$ cat config.mk
export PLATFORM = sky130hd
export DESIGN_NAME = exec_alu
export DESIGN_NICKNAME = d
export VERILOG_FILES = /design/src/logic/tomasulo_pkg.sv /design/src/logic/exec_alu.sv
export VERILOG_INCLUDE_DIRS = /design/src /design/src/include
export SDC_FILE = /design/constraint.sdc
export NUM_CORES = 1
export LEC_CHECK = 0
export BUFFER_PORTS_ARGS = -buffer_cell sky130_fd_sc_hd__buf_2
export CAP_MARGIN = 25
export CORE_ASPECT_RATIO = 0.5
export CORE_MARGIN = 4
export CORE_UTILIZATION = 45
export DETAILED_ROUTE_END_ITERATION = 16
export PLACE_DENSITY = 0.75
export SLEW_MARGIN = 20
export SYNTH_ARGS = -nofsm -noshare
export SYNTH_HDL_FRONTEND = slang
export SYNTH_SLANG_ARGS = --single-unit
$ cat constraint.sdc
create_clock -name clk -period 13.7 [get_ports clk]
set_input_delay 2.74 -clock clk [delete_from_list [all_inputs] [get_ports clk]]
set_output_delay 2.74 -clock clk [all_outputs]
set_load 0.01 [all_outputs]
$ cat src/include/tomasulo_cfg.svh
`ifndef TOMASULO_CFG_SVH
`define TOMASULO_CFG_SVH

// data path word width.
`define TOMASULO_XLEN 32
// result tag width, tag 0 means no pending producer.
`define TOMASULO_TAG_W 3
// entries per class.
`define TOMASULO_SLOTS 3
// data memory depth in words.
`define TOMASULO_MEM_WORDS 64

`endif
$ cat src/logic/tomasulo_pkg.sv
`include "tomasulo_cfg.svh"

package tomasulo_pkg;

    // operation codes as presented by the decoder.
    typedef enum logic [4:0] {
        ADD  = 5'd0,
        AND  = 5'd1,
        OR   = 5'd2,
        SLL  = 5'd3,
        SRL  = 5'd4,
        SLT  = 5'd5,
        SLTU = 5'd6,
        SRA  = 5'd7,
        SUB  = 5'd8,
        XOR  = 5'd9,
        BEQ  = 5'd10,
        BGE  = 5'd11,
        BNE  = 5'd12,
        BGEU = 5'd13,
        LUI  = 5'd14,
        LB   = 5'd18, // memory class starts here.
        LH   = 5'd19,
        LW   = 5'd20,
        LBU  = 5'd21,
        LHU  = 5'd22,
        SB   = 5'd23,
        SH   = 5'd24,
        SW   = 5'd25, // ... and ends here.
        BLT  = 5'd26,
        BLTU = 5'd27,
        NOP  = 5'd31
    } rv_op_e;

    // one memory word seen whole, as halfwords or as bytes.
    typedef union packed {
        logic [`TOMASULO_XLEN-1:0]                word;
        logic [1:0][`TOMASULO_XLEN/2-1:0]         half;
        logic [`TOMASULO_XLEN/8-1:0][7:0]         bytes;
    } mem_word_u;

endpackage

$ cat src/logic/exec_alu.sv
`timescale 1ns/100ps
`include "tomasulo_cfg.svh"

module exec_alu (
    input  logic                          clk,
    input  logic                          rst,
    input  tomasulo_pkg::rv_op_e          alu_op,
    input  logic [`TOMASULO_XLEN-1:0]     alu_value1,
    input  logic [`TOMASULO_XLEN-1:0]     alu_value2,
    input  logic [`TOMASULO_TAG_W-1:0]    alu_des_issue,
    output logic [`TOMASULO_TAG_W-1:0]    alu_des,
    output logic [`TOMASULO_XLEN-1:0]     alu_data
);
    localparam int XLEN = `TOMASULO_XLEN;

    logic [4:0]      shamt;
    logic            eq;
    logic            lt_s;
    logic            lt_u;
    logic [XLEN-1:0] result;

    assign shamt = alu_value2[4:0];
    assign eq    = (alu_value1 == alu_value2);
    assign lt_s  = ($signed(alu_value1) < $signed(alu_value2));
    assign lt_u  = (alu_value1 < alu_value2);

    always_comb begin
        case (alu_op)
            tomasulo_pkg::ADD:  result = alu_value1 + alu_value2;
            tomasulo_pkg::SUB:  result = alu_value1 - alu_value2;
            tomasulo_pkg::AND:  result = alu_value1 & alu_value2;
            tomasulo_pkg::OR:   result = alu_value1 | alu_value2;
            tomasulo_pkg::XOR:  result = alu_value1 ^ alu_value2;
            tomasulo_pkg::SLL:  result = alu_value1 << shamt;
            tomasulo_pkg::SRL:  result = alu_value1 >> shamt;
            tomasulo_pkg::SRA:  result = $signed(alu_value1) >>> shamt;
            tomasulo_pkg::SLT:  result = XLEN'(lt_s);
            tomasulo_pkg::SLTU: result = XLEN'(lt_u);
            tomasulo_pkg::LUI:  result = alu_value2; // upper immediate comes in ready.
            // branches only report the condition.
            tomasulo_pkg::BEQ:  result = XLEN'(eq);
            tomasulo_pkg::BNE:  result = XLEN'(!eq);
            tomasulo_pkg::BLT:  result = XLEN'(lt_s);
            tomasulo_pkg::BGE:  result = XLEN'(!lt_s);
            tomasulo_pkg::BLTU: result = XLEN'(lt_u);
            tomasulo_pkg::BGEU: result = XLEN'(!lt_u);
            default:            result = '0;
        endcase
    end

    always_ff @(posedge clk) begin
        if (!rst)
            alu_des <= '0;
        else
            alu_des <= (alu_op != tomasulo_pkg::NOP) ? alu_des_issue : '0;
    end

    always_ff @(posedge clk) begin
        alu_data <= result;
    end

endmodule

# Word-level counts from Yosys, hierarchy flattened
# Cells that the tools add are included.
# Widths: inputs -> output; s select.
[word_totals]
inputBits = 74
word_cells = 38
out_inout_bits = 35
regBits = 35
[classes]
n_reduce_logical = 7
n_addsub = 2
shifts = 3
n_eq_ne = 18
bitwise_logic = 3
n_lt_le_gt_ge = 2
mux = 1
[ops]
columns = ["cell", "n"]
rows = [
  ["$pmux 32 s15", 1],
  ["$lt 32x32->1", 2],
  ["$eq 5x4->1 const B", 7],
  ["$add 32x32->32", 1],
  ["$and 32x32->32", 1],
  ["$eq 32x32->1", 1],
  ["$or 32x32->32", 1],
  ["$shl 32x5->32", 1],
  ["$shr 32x5->32", 1],
  ["$sshr 32x5->32", 1],
  ["$sub 32x32->32", 1],
  ["$xor 32x32->32", 1],
  ["$eq 5x3->1 const B", 4],
  ["$eq 5x2->1 const B", 2],
  ["$eq 5x5->1 const B", 2],
  ["$eq 5x1->1 const B", 1],
  ["$logic_not 5->1", 1],
  ["$ne 5x5->1 const B", 1],
  ["$reduce_or 2->1", 2],
  ["$logic_not 1->1", 3],
  ["$reduce_and 2->1", 1],
]

# Longest topological paths before layout
[logic_depth]
depth_word = 3
ltp_mapped = 15
ltp_nobuf = 12

# Worst setup path after synthesis
# OpenSTA, ideal clock, no wires.
[synth_timing]
kind = "input port to flip-flop"
startpoint = "input alu_value2[3]"
endpoint = "register alu_data[27]"
arrival_time_ns = 6.077
slack_ns = 7.496
setup_ns = 0.127
required_time_ns = 13.573
path_buffers = 4
path_stages = 15
cell_sequence = "inv_1 -> buf_1 -> clkbuf_1 -> buf_1 -> ha_1 -> buf_2 -> inv_1 -> o311a_1 -> o21ai_1 -> or4_4 -> a31oi_4 -> a31oi_1 -> o21bai_2 -> mux2i_1 -> or3_1"
[synth_via]
elab_chain_cells = 2
elab_cells_between_ends = 6
cone_classes = "2 x add/sub; 3 x shift; 1 x mux"
[synth_rtl]
columns = ["item", "line", "text"]
rows = [
  ["start, declared", "exec_alu.sv:9", "input logic [`TOMASULO_XLEN-1:0] alu_value2,"],
  ["$sub 32x32->32 (tied with other cells)", "exec_alu.sv:30", "tomasulo_pkg::SUB: result = alu_value1 - alu_value2;"],
  ["$pmux 32 s15 (*)", "exec_alu.sv:28", "case (alu_op)"],
  ["net result[27]", "exec_alu.sv:20", "logic [XLEN-1:0] result;"],
  ["end signal, assigned", "exec_alu.sv:59", "alu_data <= result;"],
  ["end, declared", "exec_alu.sv:12", "output logic [`TOMASULO_XLEN-1:0] alu_data"],
]
# The timed path passes the listed nets; every way through them passes the cells marked *.
# A chain may end at the register's enable or synchronous reset.

# Final worst setup path
[layout_timing]
startpoint = "input alu_value2[1]"
endpoint = "register alu_data[31]"
# Same word-level chain as after synthesis.

==> impl_metrics.tcl <==
set metrics [dict create \
    crit_arrival_ns 6.84 \
    synthXorXnorAreaFrac 0.00447 \
    path_class "in2reg" \
    wl_per_cell_um 28.9 \
    finalCritPeriodShare 0.481 \
    clockRootBuffer "clkbuf_16" \
    hold_depth 2 \
    dr.pass1.iters 6 \
    post-synth-top-count-cell "nor2_1" \
    ys_warn_count 0 \
    finalMaxSlewViolations 0 \
    dp_hpwl_um 39400 \
    hold_viol 0 \
    utilization 0.507 \
    cts_tree "done" \
    clockBufferDepth 2 \
    drive_above_1_share 0.143 \
    syn_avg_cell_area_um2 6.88 \
    hold_path.class "in2reg" \
    synth.top_cell.area_share 0.131 \
    gr-usage-met3 0.180 \
    p_per_area_nw_per_um2 62.9 \
    remaining_drc_errors 0 \
    cts_hold_buf 0 \
    setup_violations 0 \
    synth-seq-cells 35 \
    peakVddDrop_mv 0.0459 \
    h-tree-depth 2 \
    cts_buffers 5 \
    cts_setup_buffers 0 \
    vias_per_cell 7.05 \
    use_met2 0.553 \
    synth-simple-area-share 0.204 \
    syn2layout_area_growth_pct 8.40 \
    ant_nets 0 \
    relSlewSlack 0.284 \
    clock.fmax_ghz 0.152 \
    drtIter0Drc 1961 \
    muxShareOfSynthArea 0.150 \
    worst_pin_slew_ns 1.05 \
    final_cells 1749 \
    synth_area_um2 9800 \
    drv_cap 0 \
    die_w_um 217 \
    synthAdderAreaFrac 0.136 \
    synthArstFlopShare 0 \
    netlist_instances 1424 \
    seq_area_frac_synth 0.0715 \
    nets 1632 \
    clkTransAtPathRegs_ns 0.07 \
    layout_min_cycle_time_ns 6.59 \
    portBuffers 108 \
    post_synth_most_frequent_cells "nor2_1, a21oi_1, nand2_1, ha_1, o21ai_0" \
    initial_utilization 0.467 \
    grt_pass1_wl_um 74200 \
    antenna_found_initial 3 \
    setup_tns_ns 0 \
    syn-num-nets 1603 \
    rows 37 \
    cts_sinks 35 \
    synthTopCellsByArea "ha_1, mux2i_1, dfxtp_1" \
    synth_top_family_by_area "compound AO/OA/AOI/OAI gates" \
    use_met1 0.556 \
    dominantRegCellSynth "dfxtp_1" \
    grt_max_degree 62 \
    worst_setup_path_end_kind "register" \
    top_usage_layer "met1" \
    die_h_um 112 \
    synth-edff-count 0 \
    synth-compound-area-share 0.353 \
    synth_top_cell_by_area "ha_1" \
    gp_congestion 1.11 \
    track_usage 0.399 \
    routed_wl_um 50600 \
    worstPathRequired_ns 13.95 \
    postCtsResizedCells 0 \
    status "complete, no violations" \
    p_leak_nw 4.77 \
    coreArea_um2 21000 \
    ys_types 78 \
    place_inst 1738 \
    num-fill-cells 2127 \
    rsz0062_at_grt "no" \
    startpoint_type "input port" \
    dr_total_vias 12300 \
    worstPathMaxFanout 61 \
    die-area_um2 24400 \
    grt_pass1_vias 11300 \
    grt-ovfl-total 0 \
    ioPinCount 109 \
]
==> sequential cells by signal (all words and copies together), names as in the netlist <==
| register | flops |
|---|---|
| alu_des | 3 |
| alu_data | 32 |
==> where the power goes <==
| group | total (W) | leakage [nW] | internal [W] | switching, W |
|---|---|---|---|---|
| Clock | 0.000131 | 0.0669 | 0.0000677 | 0.0000632 |
| Sequential | 0.000118 | 0.292 | 0.000115 | 0.00000382 |
| Combinational | 0.000420 | 4.41 | 0.000137 | 0.000282 |
| Total | 0.000669 | 4.77 | 0.000319 | 0.000349 |
==> cell type report <==
type | count | area [µm²] | share of cell area
Antenna cell | 3 | 7.51 | 0.000707
Clock buffer | 6 | 129 | 0.0121
Clock inverter | 2 | 12.5 | 0.00118
Inverter | 95 | 357 | 0.0336
Multi-Input combinational cell | 1183 | 8320 | 0.783
Sequential cell | 35 | 701 | 0.0659
Tap cell | 292 | 365 | 0.0344
Timing Repair Buffer | 133 | 731 | 0.0688
==> per-stage QoR <==
step	hold WS (ns)	setup WS [ns]	power [W]	area, µm²
after global routing	2.63	6.77	0.000696	10600
after CTS	2.62	7.31	0.000647	10600
after detailed placement	2.94	6.99	0.000517	10500
after floorplan	2.86	7.50	0.000373	9800
after global placement	2.94	7.02	0.000514	10500
final	2.62	7.11	0.000669	10600
==> layout by cell type (no fill, tap or decap), drive strengths merged, types with 21 or more instances in the layout <==
master	Yosys	final
a21o	25	25
a21oi	134	134
buf	42	133
dfxtp	35	35
ha	103	103
inv	95	94
mux2i	78	78
mux4	21	21
nand2	128	128
nand3	32	32
nor2	158	158
nor3	30	30
o211ai	21	21
o21ai	97	97
o22ai	21	21
==> critical path, stage by stage <==
cell and delay, ns:
buf_2 0.08, buf_4 0.58, inv_1 0.09, buf_4 0.34
ha_1 0.40, a21oi_1 0.21, a2bb2oi_1 0.27, a21oi_1 0.22
a31oi_1 0.71, o41ai_1 0.23, a311oi_1 0.45, o21ai_0 0.16
and4_1 0.23, a21oi_1 0.10
==> per-layer routing <==
metal,up-vias,part of all wire
li1,5359,-
met1,5850,0.42
met2,954,0.39
met3,150,0.16
met4,10,0.032
met5,-,0.0022
==> logic make-up (layout without fill, tap and decap cells) <==
kind of cell / count (synthesis) / after routing
AOI/OAI and AO/OA: 514 / 514
and+or+nand+nor: 441 / 441
buffers and inverters: 206 / 236
muxes: 118 / 118
adders and majority gates: 105 / 105
DFF: 35 / 35
xor gates and xnor gates: 5 / 5
other: 0 / 3
==> final timing paths <==
kind | start | to | slack (ns)
max | alu_value2[1] | alu_data[31] | 7.11
min | alu_des_issue[2] | alu_des[2] | 2.62
(Power assumes the default switching activity.)
