### config.mk
export PLATFORM = sky130hd
export DESIGN_NAME = load_store_unit
export DESIGN_NICKNAME = d
export VERILOG_FILES = /design/src/logic/tomasulo_pkg.sv /design/src/logic/load_store_unit.sv
export VERILOG_INCLUDE_DIRS = /design/src /design/src/include
export SDC_FILE = /design/constraint.sdc
export NUM_CORES = 2
export LEC_CHECK = 0
export ABC_AREA = 0
export BUFFER_PORTS_ARGS = -buffer_cell sky130_fd_sc_hd__buf_2
export CAP_MARGIN = 0
export CELL_PAD_IN_SITES_DETAIL_PLACEMENT = 1
export CELL_PAD_IN_SITES_GLOBAL_PLACEMENT = 1
export CORE_ASPECT_RATIO = 2
export CORE_UTILIZATION = 42
export CTS_CLUSTER_SIZE = 10
export DETAILED_ROUTE_END_ITERATION = 6
export GPL_ROUTABILITY_DRIVEN = 0
export PLACE_DENSITY = 0.75
export SYNTH_ARGS = -nofsm -noshare
export SYNTH_HDL_FRONTEND = slang
export SYNTH_SLANG_ARGS = --single-unit
### constraint.sdc
create_clock -name clk -period 5.21 [get_ports clk]
set_input_delay 0.2605 -clock clk [delete_from_list [all_inputs] [get_ports clk]]
set_output_delay 0.2605 -clock clk [all_outputs]
set_load 0.05 [all_outputs]
### src/include/tomasulo_cfg.svh
`ifndef TOMASULO_CFG_SVH
`define TOMASULO_CFG_SVH

// data path word width.
`define TOMASULO_XLEN 32
// result tag width, tag 0 means no pending producer.
`define TOMASULO_TAG_W 3
// entries per class.
`define TOMASULO_SLOTS 3
// data memory depth in words.
`define TOMASULO_MEM_WORDS 64

`endif
### src/logic/tomasulo_pkg.sv
`include "tomasulo_cfg.svh"

package tomasulo_pkg;

    // operation codes as presented by the decoder.
    typedef enum logic [4:0] {
        ADD  = 5'd0,
        AND  = 5'd1,
        OR   = 5'd2,
        SLL  = 5'd3,
        SRL  = 5'd4,
        SLT  = 5'd5,
        SLTU = 5'd6,
        SRA  = 5'd7,
        SUB  = 5'd8,
        XOR  = 5'd9,
        BEQ  = 5'd10,
        BGE  = 5'd11,
        BNE  = 5'd12,
        BGEU = 5'd13,
        LUI  = 5'd14,
        LB   = 5'd18, // memory class starts here.
        LH   = 5'd19,
        LW   = 5'd20,
        LBU  = 5'd21,
        LHU  = 5'd22,
        SB   = 5'd23,
        SH   = 5'd24,
        SW   = 5'd25, // ... and ends here.
        BLT  = 5'd26,
        BLTU = 5'd27,
        NOP  = 5'd31
    } rv_op_e;

    // one memory word seen whole, as halfwords or as bytes.
    typedef union packed {
        logic [`TOMASULO_XLEN-1:0]                word;
        logic [1:0][`TOMASULO_XLEN/2-1:0]         half;
        logic [`TOMASULO_XLEN/8-1:0][7:0]         bytes;
    } mem_word_u;

endpackage

### src/logic/load_store_unit.sv
`timescale 1ns/100ps
`include "tomasulo_cfg.svh"

module load_store_unit (
    input  logic                          clk,
    input  logic                          rst,
    input  tomasulo_pkg::rv_op_e          memory_op,
    input  logic [`TOMASULO_XLEN-1:0]     memory_value1,
    input  logic [`TOMASULO_XLEN-1:0]     memory_value2,
    input  logic [`TOMASULO_XLEN-1:0]     memory_imm,
    input  logic [`TOMASULO_TAG_W-1:0]    memory_des_issue,
    output logic [`TOMASULO_TAG_W-1:0]    memory_des,
    output logic [`TOMASULO_XLEN-1:0]     memory_data
);
    localparam int XLEN      = `TOMASULO_XLEN;
    localparam int MEM_WORDS = `TOMASULO_MEM_WORDS;
    localparam int AW        = $clog2(MEM_WORDS);

    logic [XLEN-1:0]         mem [MEM_WORDS];
    logic [XLEN-1:0]         addr;
    logic [AW-1:0]           idx;
    tomasulo_pkg::mem_word_u cur;
    tomasulo_pkg::mem_word_u merged;
    logic [7:0]              byte_lane;
    logic [XLEN/2-1:0]       half_lane;
    logic [XLEN-1:0]         load_val;
    logic                    is_load;
    logic                    is_store;

    assign addr     = memory_value1 + memory_imm;
    assign idx      = addr[AW+1:2]; // word address.
    assign cur.word = mem[idx];

    assign is_load  = memory_op inside {tomasulo_pkg::LB, tomasulo_pkg::LH, tomasulo_pkg::LW,
                                        tomasulo_pkg::LBU, tomasulo_pkg::LHU};
    assign is_store = memory_op inside {tomasulo_pkg::SB, tomasulo_pkg::SH, tomasulo_pkg::SW};

    assign byte_lane = cur.bytes[addr[1:0]];
    assign half_lane = cur.half[addr[1]];

    always_comb begin
        case (memory_op)
            tomasulo_pkg::LB:  load_val = {{(XLEN-8){byte_lane[7]}}, byte_lane};
            tomasulo_pkg::LBU: load_val = {{(XLEN-8){1'b0}}, byte_lane};
            tomasulo_pkg::LH:  load_val = {{(XLEN/2){half_lane[XLEN/2-1]}}, half_lane};
            tomasulo_pkg::LHU: load_val = {{(XLEN/2){1'b0}}, half_lane};
            default:           load_val = cur.word;
        endcase
    end

    // read-modify-write, only the addressed lane changes.
    always_comb begin
        merged = cur;
        case (memory_op)
            tomasulo_pkg::SB: merged.bytes[addr[1:0]] = memory_value2[7:0];
            tomasulo_pkg::SH: merged.half[addr[1]]    = memory_value2[XLEN/2-1:0];
            tomasulo_pkg::SW: merged.word             = memory_value2;
            default: ;
        endcase
    end

    always_ff @(posedge clk) begin
        if (!rst) begin
            for (int i = 0; i < MEM_WORDS; i++)
                mem[i] <= '0;
            memory_des <= '0;
        end else begin
            if (is_store)
                mem[idx] <= merged.word;
            memory_des <= is_load ? memory_des_issue : '0; // stores stay silent.
        end
    end

    always_ff @(posedge clk) begin
        memory_data <= load_val;
    end

endmodule

After elaboration in Yosys (flattened, before gate mapping)

Memory sizes are Yosys's and may differ from the RTL's.
Cells that the tools add are included.

Output and inout bits: 35
Word-level logic and storage cells: 41
Bits of input ports: 106
Register bits after elaboration: 35
Memory bits (writable): 2,048
Memories: 1

Mux-type cells: 19
Add/sub/neg operators: 1
Equal/unequal tests: 8
Reductions and logical operators: 6
Magnitude comparators: 4

Memories:

| memory | depth | width | read ports | clocked after memory_dff | wr ports | line                  | RTL |
|---|---|---|---|---|---|---|---|
| mem    | 64    | 32    | 1          | 0                        | 64       | load_store_unit.sv:19 | `logic [XLEN-1:0] mem [MEM_WORDS];` |

Operators by type and width:

| kind               | count |
|---|---|
| $pmux 32 s4        | 1 |
| $pmux 32 s3        | 1 |
| $bwmux 32          | 2 |
| $mux 16            | 3 |
| $eq 5x5->1 const B | 8 |
| $mux 32            | 1 |
| $reduce_or 32->1   | 1 |
| $bmux 8 s2         | 1 |
| $demux 16 s1       | 1 |
| $demux 8 s2        | 1 |
| $mux 8             | 2 |
| $add 8x8->8        | 1 |
| $mux 6             | 1 |
| $mux 1             | 5 |
| $reduce_bool 5->1  | 1 |
| $lt 2x3->1 const B | 1 |
| $reduce_bool 3->1  | 1 |
| $ge 2x1->1 const B | 1 |
| $logic_and 1x1->1  | 2 |
| $lt 1x2->1 const B | 1 |
| $reduce_and 2->1   | 1 |
| $ge 1x1->1 const B | 1 |

Logic depth before layout (Yosys ltp)

Depth after elaboration: 8
Mapped depth: 20

Least setup slack after synthesis

Ideal clock, no wire load.

Path type: input to register
Start point: input memory_value1[0]
End point: memory mem[22][0] (netlist name) (enable)
Required time: 4.821 ns
Path slack: 0.527 ns
Library setup time: 0.389 ns
Buffers on the path: 6
Stages on the path: 13
Data arrival time: 4.293 ns
Cells stage by stage: ha_1 -> fa_1 -> xnor2_2 -> buf_2 -> clkbuf_1 -> clkbuf_1 -> buf_2 -> buf_1 -> nand3_1 -> nor2_1 -> nand3_1 -> clkbuf_1 -> nand2_1

RTL lines:

| element     | line                  | RTL |
|---|---|---|
| from (decl) | load_store_unit.sv:8  | `` input logic [`TOMASULO_XLEN-1:0] memory_value1, `` |
| to (decl)   | load_store_unit.sv:19 |  |

==> impl_summary.log <==
[metrics] CTS tree: yes
[metrics] number of fillers in the final layout: 22.8k
[metrics] worst setup slack after layout: -152 ps
[metrics] RSZ-0062 raised after global routing: no
[metrics] clock-pin slew on the worst setup and hold paths: 70 ps
[metrics] Final Max Tran Viols: 4
[metrics] average instance area after synthesis: 11.5 sq um
[metrics] drt drc: 72
[metrics] pin count of the biggest net entering global routing: 65
[metrics] total negative slack for setup checks: -6520 ps
[metrics] cell at the root of the clock tree: sky130_fd_sc_hd__clkbuf_16
[metrics] Finished Layout Cells: 11.6k
[metrics] top-level port count: 141
[metrics] Routed Wire Length: roughly 510 mm
[metrics] Critical Path Sink Type: flop
[metrics] number of enable flip-flop cells after synthesis: roughly 2.0k
[metrics] Critical Path Source Type: primary input
[metrics] portion of the clock cycle consumed by the worst path in the final layout: 103%
[metrics] most prevalent standard cell on the critical path: sky130_fd_sc_hd__buf_4
[metrics] flops & latches, synth: 2,083
[metrics] violated checks: DRC, hold timing, capacitance limit, slew limit, setup timing
[metrics] library cell contributing the largest single delay on the critical path: sky130_fd_sc_hd__o22ai_1
[metrics] TritonCTS sink count: 2,083
[metrics] H-tree level count: 4
[metrics] core outline area: about 220,000 sq um
[metrics] leak pwr: 40.2 nW
[metrics] top library cells by usage in the layout, fill and taps aside: 2,136 x sky130_fd_sc_hd__nor2_1, 2,048 x sky130_fd_sc_hd__edfxtp_1, 670 x sky130_fd_sc_hd__buf_4, 600 x sky130_fd_sc_hd__nand2_1, 266 x sky130_fd_sc_hd__buf_12
[metrics] max capacitance violation total: 5
[metrics] total power density per cell area: 479 nW/um^2
[metrics] clock buffer count from CTS: 234
[metrics] synthesized area: 93,400 sq um
[metrics] result of the run: finished, violations left
[metrics] Top FF cell, synth: sky130_fd_sc_hd__edfxtp_1
[metrics] multi-input combinational cell area: ~28,000 sq um
[metrics] fraction of synthesized cell area taken by the top area cell type: 65.9%
[metrics] total instance count after detailed placement: 11.2k
[metrics] number of warnings printed during yosys synthesis: 0
[metrics] GR Util All Layers: 45.1%
[metrics] buffers inserted by post-CTS timing repair: 0
[metrics] total vias in the final route: 82.4k
[metrics] routed vias/inst: 7.13
[metrics] Largest stage delay, worst path: 1180 ps
[metrics] layout cell share with drive strength beyond 1: 17.6%
[metrics] headroom to the max-slew limit: -13.2%
[metrics] cell types with the largest area share after synthesis: sky130_fd_sc_hd__edfxtp_1 66%, sky130_fd_sc_hd__nor2_1 8.6%, sky130_fd_sc_hd__nand2_1 2.5%, sky130_fd_sc_hd__buf_2 1.8%, sky130_fd_sc_hd__clkbuf_1 1.6%
[metrics] die outline height: 669 um
[metrics] WP data required: 5970 ps
[metrics] Data arrival, critical path: 6120 ps
[metrics] Skew-Pair Late Insertion Delay: 960 ps
[metrics] via count of the first global-routing pass: 81.6k
[metrics] cell area reported after detailed placement: 105,000 sq um
[metrics] width of the die: 335 um
[metrics] FMAX: 187 MHz
[metrics] number of nets in the synthesized netlist: 8,198
[metrics] final setup violating endpoints: ~110
[metrics] first-pass GRT wire length: 681 mm
[metrics] family with the most delay on the worst path: compound AO/OA/AOI/OAI gates
[metrics] Worst Clk Skew: about 70 ps
[metrics] WHS: -2.35 ps
[metrics] final hold violations: 1
[metrics] FFs w/ async S/R, synth: 0%
[metrics] maximum clock insertion buffer count: 4
[metrics] total non-filler cell area in the finished layout: about 110,000 sq um
[metrics] Starting DRT DRC Count: around 14k
[metrics] Net count, final: 8,641
[metrics] critical setup path kind: primary input to flop
[metrics] number of instances in the synthesized netlist: 8,084
[metrics] aggregate global routing overflow: 0
[metrics] chain of cells forming the critical path: buf_2 -> ha_1 -> buf_4 -> o21a_1 -> nand2_8 -> nand2_8 -> buf_12 -> buf_4 -> a211oi_1 -> o22ai_1 -> a21boi_0 -> buf_4 -> a211o_1 -> nor3_1 -> a211oi_4 -> buf_4 -> buf_12 -> nor2_1
[metrics] min Tclk post-route: 5360 ps
[metrics] share of the yosys chip area belonging to registers: 66.6%
[metrics] post-placement setup slack: -337 ps
[metrics] area taken by flip-flops and latches: a little over 60,000 sq um
[metrics] WL/cell: 43.8 um
[metrics] Die Outline Area: 224,000 sq um
[metrics] Initial Util: a little over two fifths
[metrics] buffer and inverter count on the worst path: 7
[metrics] dpl hpwl: between 300 and 400 mm
[metrics] IO buf count: 92
[metrics] first-pass iteration count of the detailed router: 7
[metrics] area leader, netlist: sky130_fd_sc_hd__edfxtp_1
[metrics] # rows: 244
[metrics] area grow syn2layout: 19.1%
[metrics] Tightest Hold Check Type: primary input to flop
[metrics] most common library cell in the layout ignoring fill and taps: sky130_fd_sc_hd__nor2_1
[metrics] Netlist cell types: 110
[metrics] Detail Route Antenna Nets: 0
[metrics] antenna violations before repair: 72
[metrics] highest ir drop seen on vdd: between 0.3 and 0.4 mV
[metrics] crit path max fanout: 30
[metrics] slew of the pin with the lowest slew margin: 1690 ps
-- final cells by class --
class,instances,area share [%]
flip-flops and latches,2083,55.9
multi-input cells,5150,25.3
repair buffers,1035,9.81
clock buffers,256,5.38
well taps,2952,3.32
diodes,59,0.133
inverters,23,0.0776
clock inverters,3,0.0428
-- per-stage QoR --
stage | utilization [%] | total power, W
6_report | 50.4 | 0.0533
5_1_grt | 50.3 | 0.0530
4_1_cts | 50.3 | 0.0509
3_5_place_dp | 47.5 | 0.0368
3_3_place_gp | 47.5 | 0.0364
2_1_floorplan | - | 0.0263
-- cell usage after synthesis (11+ instances only) --
cell type and number:
sky130_fd_sc_hd__a2111oi_0 12, sky130_fd_sc_hd__a211o_1 24, sky130_fd_sc_hd__a211oi_1 175, sky130_fd_sc_hd__a21oi_1 159
sky130_fd_sc_hd__a221o_1 14, sky130_fd_sc_hd__a221oi_1 39, sky130_fd_sc_hd__a22oi_1 40, sky130_fd_sc_hd__a311o_1 11
sky130_fd_sc_hd__a311oi_1 11, sky130_fd_sc_hd__a31oi_1 125, sky130_fd_sc_hd__a32o_1 17, sky130_fd_sc_hd__a32oi_1 43
sky130_fd_sc_hd__and3_1 153, sky130_fd_sc_hd__buf_1 45, sky130_fd_sc_hd__buf_2 339, sky130_fd_sc_hd__buf_4 28
sky130_fd_sc_hd__clkbuf_1 410, sky130_fd_sc_hd__dfxtp_1 35, sky130_fd_sc_hd__edfxtp_1 2048, sky130_fd_sc_hd__inv_1 21
sky130_fd_sc_hd__mux2_2 47, sky130_fd_sc_hd__mux2i_1 106, sky130_fd_sc_hd__mux4_2 33, sky130_fd_sc_hd__nand2_1 633
sky130_fd_sc_hd__nand2b_1 45, sky130_fd_sc_hd__nand3_1 188, sky130_fd_sc_hd__nand4_1 25, sky130_fd_sc_hd__nor2_1 2145
sky130_fd_sc_hd__nor3_1 170, sky130_fd_sc_hd__nor4_1 16, sky130_fd_sc_hd__o2111ai_1 30, sky130_fd_sc_hd__o211ai_1 51
sky130_fd_sc_hd__o21a_1 13, sky130_fd_sc_hd__o21ai_0 234, sky130_fd_sc_hd__o21ai_1 16, sky130_fd_sc_hd__o221ai_1 101
sky130_fd_sc_hd__o22a_1 19, sky130_fd_sc_hd__o22ai_1 190, sky130_fd_sc_hd__o31ai_1 18, sky130_fd_sc_hd__or3_1 26
sky130_fd_sc_hd__or4_1 21
-- tightest hold or removal path, delay by kind of cell --
| kind | cells | cell delay, ps |
|---|---|---|
| simple gates | 3 | 310 |
| compound gates | 1 | 150 |
| buf+inv | 1 | 90 |
-- path summary, 6_finish.rpt --
| check | startpoint | to | slack, ps | cells past startpoint |
|---|---|---|---|---|
| setup / recovery | memory_value1[2] | mem[30][30] | -150 | 18 |
| hold / removal | memory_value2[24] | mem[41][24] | -2 | 5 |
| setup reg to reg | mem[13][16] | mem[31][16] | 860 | 11 |
| hold reg to reg | mem[38][22] | memory_data[22] | 1100 | 5 |
-- logic make-up (layout without fill, tap and decap cells) --
group                    after synthesis  count (layout)  synth area share, %
flip-flops                          2083            2083                 66.6
AO/OA/AOI/OAI                       1471            1471                 11.1
adder cells (fa/ha/maj)                8               8                0.115
multiplexers                         186             186                 2.50
buffers and inverters                851            1317                 4.04
other                                  0              59                    0
AND/OR/NAND/NOR                     3479            3479                 15.5
XOR/XNOR                               6               6               0.0804
-- what timing repair did --
| item | in CTS | in global routing |
|---|---|---|
| endpoints found under the hold margin | 42 | 0 |
| hold buffers | 7 | 0 |
| resized for setup | 0 | 0 |
-- sequential cells by signal (all words and copies together), names as in the netlist --
| register | cells |
|---|---|
| mem | 2048 |
| memory_data | 32 |
| memory_des | 3 |
-- where the power goes --
| part | total, W | internal [W] | switching (W) |
|---|---|---|---|
| combinational | 0.0195 | 0.00518 | 0.0143 |
| clock | 0.0145 | 0.00794 | 0.00656 |
| sequential | 0.0193 | 0.0191 | 0.000227 |
| total | 0.0533 | 0.0322 | 0.0211 |
-- metal layers --
metal	up-vias	wire, um	track usage (%)
li1	30362	-	-
met1	40710	141000	44.9
met2	8270	223000	67.7
met3	2993	77600	21.4
met4	52	63500	43.6
met5	-	1550	4.78
(Power assumes the default switching activity.)
