**config.mk**
```make
export PLATFORM = sky130hd
export DESIGN_NAME = reservation_station
export DESIGN_NICKNAME = d
export VERILOG_FILES = /design/src/logic/tomasulo_pkg.sv /design/src/logic/reservation_station.sv
export VERILOG_INCLUDE_DIRS = /design/src /design/src/include
export SDC_FILE = /design/constraint.sdc
export NUM_CORES = 2
export LEC_CHECK = 0
export BUFFER_PORTS_ARGS = -buffer_cell sky130_fd_sc_hd__buf_2
export CAP_MARGIN = 25
export CORE_MARGIN = 10
export CORE_UTILIZATION = 30
export CTS_CLUSTER_DIAMETER = 30
export CTS_CLUSTER_SIZE = 28
export DETAILED_ROUTE_END_ITERATION = 8
export GPL_TIMING_DRIVEN = 0
export PLACE_DENSITY = 0.54
export REMOVE_ABC_BUFFERS = 1
export SYNTH_ARGS = -nofsm -noshare
export SYNTH_HDL_FRONTEND = slang
export SYNTH_SLANG_ARGS = --single-unit
```
**constraint.sdc**
```tcl
create_clock -name clk -period 7.1 [get_ports clk]
set_clock_uncertainty 0.2 [all_clocks]
set_input_delay 1.42 -clock clk [delete_from_list [all_inputs] [get_ports clk]]
set_output_delay 1.42 -clock clk [all_outputs]
set_load 0.02 [all_outputs]
```
**src/include/tomasulo_cfg.svh**
```systemverilog
`ifndef TOMASULO_CFG_SVH
`define TOMASULO_CFG_SVH

// data path word width.
`define TOMASULO_XLEN 32
// result tag width, tag 0 means no pending producer.
`define TOMASULO_TAG_W 3
// entries per class.
`define TOMASULO_SLOTS 3
// data memory depth in words.
`define TOMASULO_MEM_WORDS 64

`endif
```
**src/logic/tomasulo_pkg.sv**
```systemverilog
`include "tomasulo_cfg.svh"

package tomasulo_pkg;

    // operation codes as presented by the decoder.
    typedef enum logic [4:0] {
        ADD  = 5'd0,
        AND  = 5'd1,
        OR   = 5'd2,
        SLL  = 5'd3,
        SRL  = 5'd4,
        SLT  = 5'd5,
        SLTU = 5'd6,
        SRA  = 5'd7,
        SUB  = 5'd8,
        XOR  = 5'd9,
        BEQ  = 5'd10,
        BGE  = 5'd11,
        BNE  = 5'd12,
        BGEU = 5'd13,
        LUI  = 5'd14,
        LB   = 5'd18, // memory class starts here.
        LH   = 5'd19,
        LW   = 5'd20,
        LBU  = 5'd21,
        LHU  = 5'd22,
        SB   = 5'd23,
        SH   = 5'd24,
        SW   = 5'd25, // ... and ends here.
        BLT  = 5'd26,
        BLTU = 5'd27,
        NOP  = 5'd31
    } rv_op_e;

    // one memory word seen whole, as halfwords or as bytes.
    typedef union packed {
        logic [`TOMASULO_XLEN-1:0]                word;
        logic [1:0][`TOMASULO_XLEN/2-1:0]         half;
        logic [`TOMASULO_XLEN/8-1:0][7:0]         bytes;
    } mem_word_u;

endpackage

```
**src/logic/reservation_station.sv**
```systemverilog
`timescale 1ns/100ps
`include "tomasulo_cfg.svh"

module reservation_station (
    input  logic                          clk,
    input  logic                          rst,
    input  tomasulo_pkg::rv_op_e          op,
    input  logic [`TOMASULO_TAG_W-1:0]    des_in,
    input  logic [`TOMASULO_XLEN-1:0]     value1,
    input  logic [`TOMASULO_XLEN-1:0]     value2,
    input  logic [`TOMASULO_XLEN-1:0]     imm_in,
    input  logic [`TOMASULO_TAG_W-1:0]    query1,
    input  logic [`TOMASULO_TAG_W-1:0]    query2,
    input  logic [`TOMASULO_TAG_W-1:0]    alu_des,
    input  logic [`TOMASULO_XLEN-1:0]     alu_data,
    input  logic [`TOMASULO_TAG_W-1:0]    memory_des,
    input  logic [`TOMASULO_XLEN-1:0]     memory_data,
    output tomasulo_pkg::rv_op_e          alu_op,
    output logic [`TOMASULO_XLEN-1:0]     alu_value1,
    output logic [`TOMASULO_XLEN-1:0]     alu_value2,
    output logic [`TOMASULO_TAG_W-1:0]    alu_des_issue,
    output tomasulo_pkg::rv_op_e          memory_op,
    output logic [`TOMASULO_XLEN-1:0]     memory_value1,
    output logic [`TOMASULO_XLEN-1:0]     memory_value2,
    output logic [`TOMASULO_XLEN-1:0]     memory_imm,
    output logic [`TOMASULO_TAG_W-1:0]    memory_des_issue,
    output logic                          rs_full
);
    localparam int XLEN    = `TOMASULO_XLEN;
    localparam int TAG_W   = `TOMASULO_TAG_W;
    localparam int SLOTS   = `TOMASULO_SLOTS;
    localparam int ENTRIES = 2 * SLOTS; // alu entries first, then memory.
    localparam int IDX_W   = $clog2(ENTRIES);

    // dispatch stage, one op in flight toward the entries.
    logic                 d_valid;
    tomasulo_pkg::rv_op_e d_op;
    logic [TAG_W-1:0]     d_des;
    logic [XLEN-1:0]      d_v1;
    logic [XLEN-1:0]      d_v2;
    logic [TAG_W-1:0]     d_q1;
    logic [TAG_W-1:0]     d_q2;
    logic [XLEN-1:0]      d_imm;
    logic                 d_is_mem;

    logic [ENTRIES-1:0]   busy;
    tomasulo_pkg::rv_op_e e_op  [ENTRIES];
    logic [TAG_W-1:0]     e_des [ENTRIES];
    logic [XLEN-1:0]      e_v1  [ENTRIES];
    logic [XLEN-1:0]      e_v2  [ENTRIES];
    logic [TAG_W-1:0]     e_q1  [ENTRIES];
    logic [TAG_W-1:0]     e_q2  [ENTRIES];
    logic [XLEN-1:0]      e_imm [ENTRIES];

    logic [ENTRIES-1:0]   ready;
    logic                 alu_go;
    logic                 mem_go;
    logic [IDX_W-1:0]     alu_sel;
    logic [IDX_W-1:0]     mem_sel;
    logic                 wr_hit;
    logic [IDX_W-1:0]     wr_idx;
    int                   alu_next;
    int                   mem_next;

    function automatic logic is_mem(input tomasulo_pkg::rv_op_e o);
        return (o >= tomasulo_pkg::LB) && (o <= tomasulo_pkg::SW);
    endfunction

    // value seen by a source this cycle, with bypass from either bus.
    function automatic logic [XLEN-1:0] fwd_value(input logic [TAG_W-1:0] q,
                                                  input logic [XLEN-1:0] v);
        if (q == '0)
            return v;
        else if (q == alu_des)
            return alu_data;
        else if (q == memory_des)
            return memory_data;
        return v;
    endfunction

    function automatic logic [TAG_W-1:0] fwd_tag(input logic [TAG_W-1:0] q);
        return ((q == alu_des) || (q == memory_des)) ? '0 : q;
    endfunction

    assign d_is_mem = is_mem(d_op);

    always_comb begin
        for (int i = 0; i < ENTRIES; i++)
            ready[i] = busy[i] && (e_q1[i] == '0) && (e_q2[i] == '0);
    end

    // lowest ready entry of each class wins.
    always_comb begin
        alu_go  = 1'b0;
        alu_sel = '0;
        mem_go  = 1'b0;
        mem_sel = '0;
        for (int i = SLOTS - 1; i >= 0; i--) begin
            if (ready[i]) begin
                alu_go  = 1'b1;
                alu_sel = IDX_W'(i);
            end
        end
        for (int i = ENTRIES - 1; i >= SLOTS; i--) begin
            if (ready[i]) begin
                mem_go  = 1'b1;
                mem_sel = IDX_W'(i);
            end
        end
    end

    always_comb begin
        wr_hit = 1'b0;
        wr_idx = '0;
        for (int i = ENTRIES - 1; i >= 0; i--) begin
            if (!busy[i] && ((i >= SLOTS) == d_is_mem)) begin
                wr_hit = 1'b1;
                wr_idx = IDX_W'(i);
            end
        end
    end

    // busy count per class after this edge.
    always_comb begin
        alu_next = $countones(busy[SLOTS-1:0]) - int'(alu_go) + int'(d_valid && !d_is_mem);
        mem_next = $countones(busy[ENTRIES-1:SLOTS]) - int'(mem_go) + int'(d_valid && d_is_mem);
    end

    always_ff @(posedge clk) begin
        if (!rst) begin
            d_valid          <= 1'b0;
            busy             <= '0;
            rs_full          <= 1'b0;
            alu_op           <= tomasulo_pkg::NOP;
            alu_des_issue    <= '0;
            memory_op        <= tomasulo_pkg::NOP;
            memory_des_issue <= '0;
        end else begin
            d_valid <= (op != tomasulo_pkg::NOP);
            if (alu_go)
                busy[alu_sel] <= 1'b0;
            if (mem_go)
                busy[mem_sel] <= 1'b0;
            if (d_valid && wr_hit)
                busy[wr_idx] <= 1'b1; // no free entry drops the op.
            rs_full          <= (alu_next >= 2) || (mem_next >= 2);
            alu_op           <= alu_go ? e_op[alu_sel] : tomasulo_pkg::NOP;
            alu_des_issue    <= alu_go ? e_des[alu_sel] : '0;
            memory_op        <= mem_go ? e_op[mem_sel] : tomasulo_pkg::NOP;
            memory_des_issue <= mem_go ? e_des[mem_sel] : '0;
        end
    end

    always_ff @(posedge clk) begin
        d_op  <= op;
        d_des <= des_in;
        d_v1  <= fwd_value(query1, value1);
        d_q1  <= fwd_tag(query1);
        d_v2  <= fwd_value(query2, value2);
        d_q2  <= fwd_tag(query2);
        d_imm <= imm_in;
        for (int i = 0; i < ENTRIES; i++) begin
            if (d_valid && wr_hit && (wr_idx == IDX_W'(i))) begin
                e_op[i]  <= d_op;
                e_des[i] <= d_des;
                e_v1[i]  <= fwd_value(d_q1, d_v1);
                e_q1[i]  <= fwd_tag(d_q1);
                e_v2[i]  <= fwd_value(d_q2, d_v2);
                e_q2[i]  <= fwd_tag(d_q2);
                e_imm[i] <= d_imm;
            end else begin
                e_v1[i] <= fwd_value(e_q1[i], e_v1[i]); // wakeup.
                e_q1[i] <= fwd_tag(e_q1[i]);
                e_v2[i] <= fwd_value(e_q2[i], e_v2[i]);
                e_q2[i] <= fwd_tag(e_q2[i]);
            end
        end
        alu_value1    <= e_v1[alu_sel];
        alu_value2    <= e_v2[alu_sel];
        memory_value1 <= e_v1[mem_sel];
        memory_value2 <= e_v2[mem_sel];
        memory_imm    <= e_imm[mem_sel];
    end

endmodule

```
======== Word level (Yosys, flattened, before mapping) ========
Memory sizes are Yosys's and may differ from the RTL's. A register that Yosys moved wholly into a read port is not among the register bits.
Cells that the tools add are included.
operators by class
  add/sub/neg operators ................... 8
  $lt $le $gt $ge ......................... 10
  eq/ne operators ......................... 62
  muxes and demuxes ....................... 306
  bitwise operators ....................... 30
  reduce and logical (&&, ||, !) cells .... 105
operator list
  kind                                                                           number
  32-bit 2-to-1 mux                                                              115
  3-bit 2-to-1 mux                                                               57
  32-bit OR reduction                                                            5
  1-bit 2-to-1 mux                                                               120
  3-bit equality test                                                            32
  3-bit zero test                                                                17
  3-bit inequality test (second input constant)                                  12
  3-bit AND reduction                                                            12
  1-bit logical AND                                                              31
  6-bit 2-to-1 mux                                                               5
  5-bit 2-to-1 mux                                                               5
  5-bit OR reduction                                                             5
  2-bit inequality test (second input constant)                                  12
  1-bit bitwise OR                                                               24
  1-bit logical OR                                                               17
  3-bit OR reduction                                                             5
  6-bit AND                                                                      2
  3-bit by 4-bit less-than comparator with 1-bit output (second input constant)  3
  6-bit NOT                                                                      2
  1-bit zero test                                                                11
  4-bit by 2-bit adder with 5-bit output                                         2
  5-bit by 3-bit >= comparator with 1-bit output (second input constant)         2
  1-bit demux with 3-bit select                                                  3
  3-bit by 1-bit >= comparator with 1-bit output (second input constant)         3
  other kinds (13)                                                               19
storage, ports and cells
  register bits after elaboration ......... 118
  memory bits (writable) .................. 660
  bits of input ports ..................... 182
  output and inout bits ................... 177
  word-level logic and storage cells ...... 538
  memories kept ........................... 7
memory list
  name         depth  width  rd ports  clocked after memory_dff  wr ports  RTL line                   source
  e_imm        6      32     1         1                         1         reservation_station.sv:53  logic [XLEN-1:0] e_imm [ENTRIES];
  e_v1         6      32     2         2                         6         reservation_station.sv:49  logic [XLEN-1:0] e_v1 [ENTRIES];
  e_v2         6      32     2         2                         6         reservation_station.sv:50  logic [XLEN-1:0] e_v2 [ENTRIES];
  e_op         6      5      2         2                         1         reservation_station.sv:47  tomasulo_pkg::rv_op_e e_op [ENTRIES];
  e_des        6      3      2         2                         1         reservation_station.sv:48  logic [TAG_W-1:0] e_des [ENTRIES];
  e_q1         6      3      6         0                         6         reservation_station.sv:51  logic [TAG_W-1:0] e_q1 [ENTRIES];
  +1 memories  -      -      -         -                         -         -

======== Depth between registers and ports, before layout ========
  depth in word-level cells ............... 19
  gate-level depth with buffers ........... 17

======== Worst setup path before layout ========
No wires, ideal clock.
  path kind ............................... input -> register
  start point ............................. in alu_des[1]
  end point ............................... mem e_v1[0][0] (netlist name), enable pin
  arrival time ............................ 4.745 ns
  required time ........................... 6.434 ns
  path slack .............................. 1.690 ns
  stages on the path ...................... 6
  cells stage by stage .................... buf_2 -> buf_2 -> xor2_1 -> nor3_2 -> a31oi_1 -> o21ai_0
RTL lines
  item         RTL line                   source
  from (decl)  reservation_station.sv:14  input logic [`TOMASULO_TAG_W-1:0] alu_des,
  to (decl)    reservation_station.sv:49

==> flow_summary.yaml <==
status:
  outcome: "completed"
timing:
  worstMarginPinSlew_ns: 0.985
  relSlewSlack_pct: 33.8
  finalCritPeriodShare_pct: 71.4
  slew_violations: 0
  hold_violations: 0
  grt_setup_unrepaired: "false"
  final.min_clock_period_ns: 5.07
  timing.hold.ws_ns: 0.221
  fmax_mhz: 197
  setup_viol: 0
clocking:
  cts_hold_buf: 0
  cts.path.max_buffers: 3
  post_cts_buffers: 0
  numCtsBuffers: 223
  htreeDepth: 4
  clk_pin_slew_ns: 0.05
  cts_tree: "built"
  cts.sinks: 922
  clock-root-buffer: "clkbuf_16"
  cts_resized: 0
  clock_latency_ns: 0.85
worst_setup_path:
  start_kind: "register"
  critPathArrivalTime_ns: 5.63
  worstRegToRegCells: 12
  crit_chain: "nor3_1 > buf_4 > and3_4 > or3_1 > ha_1 > inv_1 > fa_1 > ha_1 > fa_1 > nor4b_1 > a211oi_1 > a21oi_1"
  path_class: "register to register"
  crit_start: "e_q2[3][0]"
  critPathCaptureType: "register"
  timing.rr.end: "rs_full"
  critical-path-slowest-cell: "and3_4"
  cp.buffers_inverters: 2
  critPathMaxStageDelay_ns: 0.78
  crit_family: "simple AND/OR/NAND/NOR gates"
  worstReg2RegStart: "e_q2[3][0]"
  required_ns: 7.66
  worstPathMaxFanout: 56
  r2r_slack_ns: 2.03
power:
  p_leak_nw: 21.2
  intPower_w: 0.0166
  swShare_pct: 29.8
  total_power_w: 0.0237
  peakVddDrop_mv: 0.280
  p_comb_share_pct: 22.2
  p_per_area_mw_per_mm2: 409
  power_switching_w: 0.00706
  seqPwrFrac_pct: 31.6
  clkPwrFrac_pct: 46.3
synth:
  ys_types: 43
  yosysSeqAreaShare_pct: 57.5
  synth_edf_count: 628
  avgSynthCellArea_um2: 12.9
  ys.flop_type: "edfxtp_1"
  synthArstFlopShare_pct: 0
  yosys_register_bits: 922
  synth-warning-count: 0
  synth_cells: 3343
  syn-cell-area_mm2: 0.0430
global_routing:
  met1_usage_pct: 24.7
  grt_usage_pct: 19.1
  use_met2_pct: 31.5
  antenna_found_initial: 16
  grt_pass1_vias: 30500
  grt.busiest_layer: "met2"
  grt_max_degree: 57
  overflow: 0
  grt_first_pass_wirelength_mm: 222
  use_met3_pct: 4.05
route:
  first_iter_violations: 2241
  drc: 0
  first_pass_iters: 8
  vias_per_cell: 5.13
  wl_per_cell_um: 26.5
  vias: 30200
  totalWireLength_mm: 156
  ant_nets: 0
final_layout:
  num-fill-cells: 13200
  area_growth_pct: 34.4
  layout.cells.most_common_list: "mux2i_1, edfxtp_1, buf_2"
  nNetsFinal: 3984
  layout-drive-gt1-share_pct: 26.1
  layout_commonest_cell: "mux2i_1"
  finalNonFillerCells: 5886
placed_design:
  dp.cells: 5450
  hpwl_mm: 111
  portBuffers: 358
  gp_congestion: 0.737
hold_path:
  min_path_type: "register to register"
  min_to: "memory_value1[28]"
  hold_path_depth: 1
  hold_start: "e_v1[4][28]"
floorplanning:
  pin_count: 359
  die_w_um: 399
  fp.coreArea_mm2: 0.142
  die_y_um: 399
  start_util_pct: 30.3
  dieArea_mm2: 0.159
  rows: 138
job:
  drv_cap: 0
==> worst max-delay path by stage <==
stage                             end  slack (ns)  depth (start not counted)
CTS                           rs_full        1.92                         11
detailed placement        e_v2[4][27]        1.78                          8
global route                  rs_full        1.71                         12
floorplan           memory_value2[31]       -3.44                          5
global placement         memory_op[4]      -31.18                          5
finish                        rs_full        2.03                         12
==> area by class of cell <==
class | instances | area, um2 | area share, %
Inverter | 20 | 75.1 | 0.130
Antenna cell | 10 | 25.0 | 0.0433
Sequential cell | 922 | 24700 | 42.8
Clock buffer | 262 | 5970 | 10.3
Timing Repair Buffer | 517 | 5170 | 8.93
Tap cell | 1890 | 2360 | 4.09
Clock inverter | 163 | 2280 | 3.95
Multi-Input combinational cell | 2102 | 17200 | 29.8
==> flip-flops by register name, indices dropped and copies added, names as in the netlist, 30 cells and up <==
| signal | flops |
|---|---|
| d_v1 | 32 |
| e_v1 | 192 |
| memory_value1 | 32 |
| e_op | 30 |
| e_imm | 160 |
| d_v2 | 32 |
| memory_imm | 32 |
| alu_value2 | 32 |
| memory_value2 | 32 |
| alu_value1 | 32 |
| e_v2 | 192 |
| d_imm | 32 |
==> cells by family (layout without fill, tap and decap cells) <==
family / count (synthesis) / after routing / synth area share, %
DFF: 922 / 922 / 57.5
other: 0 / 10 / 0
AOI/OAI and AO/OA: 286 / 286 / 4.73
muxes: 1032 / 1032 / 24.2
and+or+nand+nor: 671 / 671 / 7.67
xor gates and xnor gates: 97 / 97 / 1.97
buffers and inverters: 319 / 962 / 3.39
adders and majority gates: 16 / 16 / 0.535
==> layer usage <==
layer  share of wire [%]  vias to the layer above  routed length, um
li1                    -                    13700                  -
met1                  42                    15200              65500
met2                  48                     1141              74500
met3                 7.6                      238              11800
met4                 2.6                        2               4070
met5              0.0083                        -                 13
==> through the flow <==
step / util [%] / TNS, ns / worst slack, ns / area [um2]
floorplan: - / -351.79 / -3.44 / 41600
global placement: 32.2 / -7254.58 / -31.18 / 45800
detailed placement: 34.9 / 0 / 1.78 / 49600
CTS: 40.7 / 0 / 1.92 / 57800
global route: 40.7 / 0 / 1.71 / 57800
finish: 40.7 / 0 / 2.03 / 57800
==> power groups by stage <==
stage | Combinational [W] | Clock (W) | Sequential, W
floorplan | 0.00249 | 0 | 0.00783
global placement | 0.00476 | 0 | 0.00771
detailed placement | 0.00525 | 0 | 0.00757
CTS | 0.00529 | 0.0111 | 0.00748
global route | 0.00553 | 0.0114 | 0.00757
finish | 0.00525 | 0.0110 | 0.00748
==> Yosys cell counts, drive strengths merged, types with 11 or more instances <==
| library cell | instances | area share (%) |
|---|---|---|
| clkbuf | 170 | 1.5 |
| mux2i | 968 | 23 |
| a221o | 95 | 2.2 |
| nand2 | 28 | 0.24 |
| edfxtp | 628 | 44 |
| mux2 | 64 | 1.7 |
| nor3 | 233 | 3.0 |
| xnor2 | 48 | 0.98 |
| a31oi | 13 | 0.19 |
| nand3 | 11 | 0.13 |
| o21ai | 17 | 0.20 |
| ha | 12 | 0.35 |
| and3 | 12 | 0.17 |
| nor2 | 272 | 2.4 |
| inv | 20 | 0.17 |
| nor4 | 95 | 1.4 |
| buf | 129 | 1.7 |
| a21oi | 137 | 1.6 |
| dfxtp | 294 | 14 |
| xor2 | 49 | 1.0 |
Note: power is estimated with default switching activity, not from simulation.
